File: config.mk
export PLATFORM = sky130hd
export DESIGN_NAME = hsv_core_fetch_top
export DESIGN_NICKNAME = d
export VERILOG_FILES = /design/src/hsv_core_pkg.sv /design/src/hsv_core_fetch_top.sv /design/src/hsv_imem_rom.sv /design/src/hsv_core_fetch_pc.sv /design/src/hsv_core_fetch_ctrl.sv
export SDC_FILE = /design/constraint.sdc
export NUM_CORES = 2
export LEC_CHECK = 0
export ABC_AREA = 1
export BUFFER_PORTS_ARGS = -buffer_cell sky130_fd_sc_hd__buf_2
export CORE_ASPECT_RATIO = 1.25
export CORE_MARGIN = 2
export CORE_UTILIZATION = 42
export DETAILED_ROUTE_END_ITERATION = 8
export HOLD_SLACK_MARGIN = 0.1
export SLEW_MARGIN = 20
export SYNTH_ARGS = -nofsm -noshare
export SYNTH_HDL_FRONTEND = slang
export SYNTH_SLANG_ARGS = --single-unit
export TNS_END_PERCENT = 10
File: constraint.sdc
create_clock -name clk_core -period 4.2 [get_ports clk_core]
set_input_delay 0 -clock clk_core [delete_from_list [all_inputs] [get_ports clk_core]]
set_output_delay 0 -clock clk_core [all_outputs]
set_load 0.01 [all_outputs]
File: src/hsv_core_pkg.sv
package hsv_core_pkg;

  // One instruction word, also used for byte addresses
  typedef logic [31:0] word;

  // Each prefetch request asks for this many consecutive instruction words
  localparam word burst_len = 32'd8;
  localparam word bytes_per_insn = 32'd4;

  // Encoding of the AxSIZE field for four-byte beats
  localparam logic [2:0] axi_size_4 = 3'd2;

  typedef enum logic [1:0] {
    AXI_RESP_OKAY   = 2'b00,
    AXI_RESP_EXOKAY = 2'b01,
    AXI_RESP_SLVERR = 2'b10,
    AXI_RESP_DECERR = 2'b11
  } axi_resp_t;

  // Only INCR bursts are issued by the fetch unit
  typedef enum logic [1:0] {
    AXI_BURST_FIXED = 2'b00,
    AXI_BURST_INCR  = 2'b01,
    AXI_BURST_WRAP  = 2'b10
  } axi_burst_t;

  // Read address channel payload
  typedef struct packed {
    word        addr;
    logic [7:0] len;
    logic [2:0] size;
    axi_burst_t burst;
  } axi_ar_t;

  // Read data channel payload, one beat
  typedef struct packed {
    word       data;
    axi_resp_t resp;
    logic      last;
  } axi_r_t;

  // What the fetch unit hands to decode for every instruction
  typedef struct packed {
    word  pc;
    word  insn;
    word  pc_increment;
    logic fault;
  } fetch_data_t;

  // Slave and decode errors both turn into an instruction fault
  function automatic logic is_axi_error(axi_resp_t resp);
    logic err;
    err = 1'b0;
    if (resp == AXI_RESP_SLVERR || resp == AXI_RESP_DECERR) begin
      err = 1'b1;
    end
    return err;
  endfunction

endpackage
File: src/hsv_core_fetch_top.sv
`timescale 1ns/1ps

module hsv_core_fetch_top
  import hsv_core_pkg::*;
#(
  parameter int unsigned rom_words = 64
) (
  input  logic        clk_core,
  input  logic        rst_core_n,

  input  logic        flush_req,
  input  word         flush_target,
  output logic        flush_ack,

  output fetch_data_t fetch_data,
  input  logic        ready,
  output logic        valid,

  input  logic        load_en,
  input  word         load_addr,
  input  word         load_data
);

  axi_ar_t ar;
  axi_r_t  r;
  logic    ar_valid, ar_ready, r_valid;
  logic    fetch_start, fetch_beat;
  word     burst_base, pc, pc_increment;

  // Every request is one INCR burst of word-sized beats
  assign ar.addr  = burst_base;
  assign ar.len   = 8'(burst_len - 32'd1);
  assign ar.size  = axi_size_4;
  assign ar.burst = AXI_BURST_INCR;

  assign valid = r_valid;

  assign fetch_data.pc           = pc;
  assign fetch_data.insn         = r.data;
  assign fetch_data.pc_increment = pc_increment;
  assign fetch_data.fault        = is_axi_error(r.resp);

  hsv_core_fetch_ctrl ctrl_i (
    .clk_core    (clk_core),
    .rst_core_n  (rst_core_n),
    .flush_req   (flush_req),
    .flush_ack   (flush_ack),
    .ar_valid    (ar_valid),
    .ar_ready    (ar_ready),
    .r_valid     (r_valid),
    .r_ready     (ready),
    .r_last      (r.last),
    .fetch_start (fetch_start),
    .fetch_beat  (fetch_beat)
  );

  hsv_core_fetch_pc pc_i (
    .clk_core     (clk_core),
    .flush_req    (flush_req),
    .flush_target (flush_target),
    .flush_ack    (flush_ack),
    .fetch_start  (fetch_start),
    .fetch_beat   (fetch_beat),
    .burst_base   (burst_base),
    .pc           (pc),
    .pc_increment (pc_increment)
  );

  hsv_imem_rom #(.rom_words(rom_words)) imem_i (
    .clk_core   (clk_core),
    .rst_core_n (rst_core_n),
    .load_en    (load_en),
    .load_addr  (load_addr),
    .load_data  (load_data),
    .ar         (ar),
    .ar_valid   (ar_valid),
    .ar_ready   (ar_ready),
    .r          (r),
    .r_valid    (r_valid),
    .r_ready    (ready)
  );

endmodule

File: src/hsv_imem_rom.sv
`timescale 1ns/1ps

module hsv_imem_rom
  import hsv_core_pkg::*;
#(
  parameter int unsigned rom_words = 64
) (
  input  logic    clk_core,
  input  logic    rst_core_n,

  input  logic    load_en,
  input  word     load_addr,
  input  word     load_data,

  input  axi_ar_t ar,
  input  logic    ar_valid,
  output logic    ar_ready,

  output axi_r_t  r,
  output logic    r_valid,
  input  logic    r_ready
);

  localparam int unsigned idx_w = $clog2(rom_words);
  localparam word rom_bytes = word'(rom_words) * bytes_per_insn;

  word        mem[rom_words];
  axi_ar_t    queue[2];
  logic [1:0] q_count;
  logic [7:0] beat_cnt;

  logic       push, pop, load_beat;
  logic [7:0] nxt_idx;
  axi_ar_t    nxt_req;
  word        nxt_addr;

  assign ar_ready = (q_count != 2'd2);
  assign push     = ar_valid && ar_ready;
  assign pop      = r_valid && r_ready && r.last;

  // Decide whether the output register takes a new beat and which one
  always_comb begin
    load_beat = 1'b0;
    nxt_idx   = 8'd0;
    nxt_req   = queue[0];
    if (r_valid && !r.last) begin
      load_beat = r_ready;
      nxt_idx   = beat_cnt + 8'd1;
    end else if (pop) begin
      // Chain straight into the queued burst without a bubble
      load_beat = (q_count == 2'd2);
      nxt_req   = queue[1];
    end else if (!r_valid) begin
      load_beat = (q_count != 2'd0);
    end
  end

  assign nxt_addr = nxt_req.addr + (word'(nxt_idx) << 2);

  always_ff @(posedge clk_core) begin
    if (load_en && load_addr < word'(rom_words)) begin
      mem[load_addr[idx_w-1:0]] <= load_data;
    end
  end

  // Head of the queue is the burst being served, shift on its last beat
  always_ff @(posedge clk_core) begin
    if (pop) begin
      queue[0] <= queue[1];
    end
    if (push) begin
      if (q_count == 2'd1 && !pop) queue[1] <= ar;
      else queue[0] <= ar;
    end
  end

  always_ff @(posedge clk_core) begin
    if (load_beat) begin
      r.last <= (nxt_idx == nxt_req.len);
      if (nxt_addr < rom_bytes) begin
        r.data <= mem[nxt_addr[idx_w+1:2]];
        r.resp <= AXI_RESP_OKAY;
      end else begin
        r.data <= '0;
        r.resp <= AXI_RESP_SLVERR;
      end
    end
  end

  always_ff @(posedge clk_core or negedge rst_core_n) begin
    if (!rst_core_n) begin
      r_valid  <= 1'b0;
      beat_cnt <= 8'd0;
      q_count  <= 2'd0;
    end else begin
      if (load_beat) begin
        r_valid  <= 1'b1;
        beat_cnt <= nxt_idx;
      end else if (r_valid && r_ready) begin
        r_valid <= 1'b0;
      end
      q_count <= q_count + 2'(push) - 2'(pop);
    end
  end

  a_queue_bound : assert property (
    @(posedge clk_core) disable iff (!rst_core_n) q_count != 2'd3);

  a_r_stable : assert property (
    @(posedge clk_core) disable iff (!rst_core_n)
    r_valid && !r_ready |=> r_valid && $stable(r));

endmodule

File: src/hsv_core_fetch_pc.sv
`timescale 1ns/1ps

module hsv_core_fetch_pc
  import hsv_core_pkg::*;
(
  input  logic clk_core,

  input  logic flush_req,
  input  word  flush_target,
  input  logic flush_ack,

  input  logic fetch_start,
  input  logic fetch_beat,

  output word  burst_base,
  output word  pc,
  output word  pc_increment
);

  localparam word burst_bytes = burst_len * bytes_per_insn;

  logic flush_release;

  // The cycle the outside drops its request while the FSM still acknowledges
  assign flush_release = !flush_req && flush_ack;

  always_ff @(posedge clk_core) begin
    // Next burst starts right after the one just requested
    if (fetch_start) begin
      burst_base <= burst_base + burst_bytes;
    end

    if (fetch_beat) begin
      pc <= pc_increment;
    end

    // The extra step on release puts pc_increment one word ahead of pc
    if (fetch_beat || flush_release) begin
      pc_increment <= pc_increment + bytes_per_insn;
    end

    // A redirect overrides every other update
    if (flush_req) begin
      burst_base   <= flush_target;
      pc           <= flush_target;
      pc_increment <= flush_target;
    end
  end

  a_pc_step : assert property (
    @(posedge clk_core) fetch_beat && !flush_req |-> pc_increment - pc == bytes_per_insn);

endmodule

File: src/hsv_core_fetch_ctrl.sv
`timescale 1ns/1ps

module hsv_core_fetch_ctrl (
  input  logic clk_core,
  input  logic rst_core_n,

  input  logic flush_req,
  output logic flush_ack,

  output logic ar_valid,
  input  logic ar_ready,

  input  logic r_valid,
  input  logic r_ready,
  input  logic r_last,

  output logic fetch_start,
  output logic fetch_beat
);

  // The state counts how many accepted bursts are still unfinished
  typedef enum logic [1:0] {
    FLUSH,
    FETCH_0,
    FETCH_1,
    FETCH_2
  } state_t;

  state_t state, next_state;
  logic   fetch_end;
  logic   flush_armed;

  assign fetch_start = ar_valid & ar_ready;
  assign fetch_beat  = r_valid & r_ready;
  assign fetch_end   = fetch_beat & r_last;

  always_comb begin
    flush_ack = 1'b0;
    ar_valid  = 1'b0;

    case (state)
      FLUSH:   flush_ack = 1'b1;
      FETCH_0: ar_valid = 1'b1;
      FETCH_1: ar_valid = 1'b1;
      // Two bursts in flight, wait for one to finish
      default: ;
    endcase

    // A pending redirect stops new requests so the old stream can drain
    if (flush_req) begin
      ar_valid = 1'b0;
    end

    next_state = state;
    case (state)
      FLUSH: begin
        if (!flush_req && flush_armed) next_state = FETCH_0;
      end
      FETCH_0: begin
        if (flush_req) next_state = FLUSH;
        else if (fetch_start) next_state = FETCH_1;
      end
      FETCH_1: begin
        if (fetch_start && !fetch_end) next_state = FETCH_2;
        else if (!fetch_start && fetch_end) next_state = FETCH_0;
      end
      default: begin
        if (fetch_end) next_state = FETCH_1;
      end
    endcase
  end

  // Fetch only starts once a target has been supplied through a flush
  always_ff @(posedge clk_core or negedge rst_core_n) begin
    if (!rst_core_n) begin
      state       <= FLUSH;
      flush_armed <= 1'b0;
    end else begin
      state <= next_state;
      if (state == FLUSH && flush_req) begin
        flush_armed <= 1'b1;
      end
    end
  end

  // The memory has no beat left to deliver once a redirect is acknowledged
  a_drained_at_ack : assert property (
    @(posedge clk_core) disable iff (!rst_core_n) flush_ack |-> !r_valid);

  a_no_end_when_idle : assert property (
    @(posedge clk_core) disable iff (!rst_core_n) fetch_end |-> state != FETCH_0);

endmodule

==> reports/qor.yml <==
clock_buffer_depth: 3
regToRegEndpoint: "imem_i.r[5]"
tritoncts: "built"
worstSetupEndpointType: "flop"
grt_usage_pct: 26.2
synth_top_area_share_pct: 73.0
timing.fmax_ghz: 0.251
synth.area.mux_share_pct: 0.0814
number_of_global_route_vias_before_repair: 59700
grt.overflow.total: 0
critical_path_class: "flop to flop"
floorplan.core_area_sq_um: 214000
ys_async_sr_fraction_pct: 0.620
floorplan.die.height_um: 524
post-synth-top-area-cell: "sky130_fd_sc_hd__edfxtp_1"
skew_ns: 0.0304
synth_simple_gate_area_share_pct: 9.54
synth_warnings: 0
cp_common_cell: "sky130_fd_sc_hd__inv_1"
critical_path_required_ns: 4.82
timing.critical_path.fanout_max: 38
cts_inserted_buffers: 209
status: "finished, final reports clean"
r2r_slack_ns: 0.22
numPlacedInstances: 10100
cts_root_buf: "sky130_fd_sc_hd__clkbuf_16"
layout_worst_path_cycle_share_pct: 94.8
post_synth_instance_area_sq_um: 90700
worst_path_largest_cell_delay_ns: 0.89
final-hold-violation-count: 0
syn_area_per_cell_sq_um: 12.6
synth-adder-area-share_pct: 0.257
synthToLayoutAreaGrowth_pct: 17.2
startpoint_type: "flop"
place_worst_setup_slack_ns: -0.224
yosys.cell_count.top_type: "sky130_fd_sc_hd__edfxtp_1"
layout.nets: 7691
rsz0062_at_grt: "false"
synth_top_flop_cell: "sky130_fd_sc_hd__edfxtp_1"
worst_path_cell_chain: "inv_1 -> nor2_1 -> nand2_1 -> inv_1 -> ha_4 -> fa_4 -> clkinv_16 -> buf_12 -> buf_12 -> o21ai_0 -> o22ai_1 -> o21ai_0 -> o221ai_1 -> buf_4 -> nand3_1 -> nand2_1 -> inv_1 -> nor2_4"
edff_count_synth: 2206
r2r_start: "imem_i.r_valid"
netlist-cell-type-count: 48
cts-htree-levels: 4
hpwl_um: 173000
synth_top_family_by_area: "compound AO/OA/AOI/OAI gates"
post-route-util_pct: 49.6
synth.ff_latch_count: 2258
share_of_the_synthesized_netlist_area_taken_by_xor_and_xnor_gates_pct: 0.290
cts_sinks: 2258
worstHoldPathCells: 2
wl_um: 292000
floorplan.die_area_sq_um: 220000
detail_route.iter0.violations: 7778
std_cell_rows: 190
place.port_buffers: 199
finish.cell_count_without_fillers: 10600
final_period_minus_worst_setup_slack_ns: 3.98
synth.yosys.seq_area_share_pct: 74.3
detail-route-antenna-nets: 0
worst_pin_slew_ns: 1.09
clk_pin_slew_worst_paths_ns: 0.06
initial_core_util_pct: 42.3
synth_compound_gate_area_share_pct: 12.6
avgRoutedWirePerCell_um: 27.4
floorplan.die.width_um: 420
drive_above_1_share_pct: 13.4
cp_max_delay_cell: "sky130_fd_sc_hd__fa_4"
drtPass1Iterations: 8
final_setup_violation_count: 0
timing.critical_path.arrival_ns: 4.60
cap_viol_max_count: 0
maxSlewViolCount: 0
synth.area.top_cells: "sky130_fd_sc_hd__edfxtp_1 (73%), sky130_fd_sc_hd__o21ai_0 (7.5%), sky130_fd_sc_hd__nor2_1 (6.0%)"
grt_max_degree: 106
syn_nets: 7300
post_synth_inst_count: 7181
hold_worst_path_end: "imem_i.mem[24][0]"
rr_worst_depth: 18
hold_path.class: "input port to flop"
grt_antenna_before_repair: 24
route.vias.total: 62600
post_drt_via_cell_ratio: 5.88
grt_first_pass_wirelength_um: 419000
layout_setup_ws_ns: 0.219
drcViolationCount: 0
timing.slew.headroom_pct: 27.1
worst_hold_startpoint: "load_data[0]"
synth.top_cells.by_count: "sky130_fd_sc_hd__edfxtp_1 (2206), sky130_fd_sc_hd__nor2_1 (1443), sky130_fd_sc_hd__o21ai_0 (1356)"
filler_cell_count: 18500
routabilityCongestion: 0.898
io-pin-count: 200
clkLatencyLatePin_ns: 0.87
==> state kept, by name (all words and copies together), names as in the netlist <==
register            flops
imem_i.r               34
imem_i.mem           2048
pc_i.pc_increment      32
imem_i.beat_cnt         8
ctrl_i.flush_armed      1
pc_i.pc                32
ctrl_i.state            2
imem_i.queue           68
imem_i.q_count          2
pc_i.burst_base        30
imem_i.r_valid          1
==> cell usage in the layout, fill, tap and decap left out, drive strengths merged, types with 11 or more instances in the layout <==
master	synthesis	final
ha	17	17
clkinv	4	113
a21oi	13	13
nor4	13	13
clkinvlp	0	14
inv	206	212
o22ai	514	514
buf	53	556
dlygate4sd3	0	101
o21ai	1385	1385
nor3	24	24
bufinv	0	22
dfxtp	38	38
o221ai	124	124
diode	0	12
nand2	426	426
nor2	1487	1487
nand3	142	142
clkbuf	424	239
dfrtp	14	14
xor2	19	19
nand4	23	23
edfxtp	2206	2206
xnor2	11	11
==> metrics by stage <==
| stage | cell area [sq um] | TNS (ns) | hold slack (ns) |
|---|---|---|---|
| after detailed placement | 98200 | -2.73 | -0.0551 |
| after floorplan | 90700 | 0 | -0.296 |
| after global routing | 106000 | 0 | 0.100 |
| after CTS | 106000 | 0 | 0.106 |
| final | 106000 | 0 | 0.109 |
| after global placement | 98100 | -1.13 | -0.0561 |
==> final cells by class <==
type / instances / area [sq um] / share of cell area (%)
antenna: 12 / 30.0 / 0.0282
clock buffer: 239 / 5430 / 5.10
clock inverter: 151 / 1400 / 1.31
inverter: 210 / 836 / 0.786
multi-input combinational: 4236 / 21300 / 20.1
sequential: 2258 / 67400 / 63.3
tap: 2880 / 3600 / 3.39
timing repair buffer: 657 / 6370 / 5.99
==> layer usage <==
metal	share of wire, %	wire, um	up-vias	global-route usage (%)
met5	0.078	228	-	0
met4	5.4	15900	6	13.4
met3	8.4	24400	658	3.97
met2	48	141000	3206	43.2
met1	38	110000	31500	33.8
li1	-	-	27300	-
==> worst max-delay path, delay by kind of cell (launching register included) <==
| kind | cells | cell delay [ns] |
|---|---|---|
| buf+inv | 7 | 1.08 |
| fa+ha+maj | 2 | 1.06 |
| compound gates | 4 | 0.62 |
| simple gates | 5 | 0.46 |
| flops | 1 | 0.45 |
==> worst max path at each step <==
stage	depth (start not counted)	end	slack, ns	from
finish	18	imem_i.r[5]	0.22	imem_i.r_valid
global route	23	imem_i.r[19]	0.003	imem_i.beat_cnt[0]
CTS	16	imem_i.r[27]	0.02	imem_i.r_valid
detailed placement	20	imem_i.r[19]	-0.22	imem_i.r[0]
global placement	20	imem_i.r[19]	-0.16	imem_i.r[0]
floorplan	21	imem_i.r[10]	0.37	imem_i.r_valid
==> kinds of logic (layout without fill, tap and decap cells) <==
logic type | Yosys count | count (layout)
DFF | 2258 | 2258
muxes | 7 | 7
adders and majority gates | 18 | 18
xor gates and xnor gates | 30 | 30
AOI/OAI and AO/OA | 2052 | 2052
other | 0 | 12
buffers and inverters | 687 | 1257
and+or+nand+nor | 2129 | 2129
==> timing repair <==
action                                   CTS  global route
endpoints found under the setup margin    31            33
pin swaps                                  1             1
hold buffers                             101             0
resized for setup                          1            24
buffers inserted                           3             0
hold endpoints to repair                2660             0
Power is not shown: default switching activity piles up to over one toggle a cycle in this logic, so the estimate is an artifact.
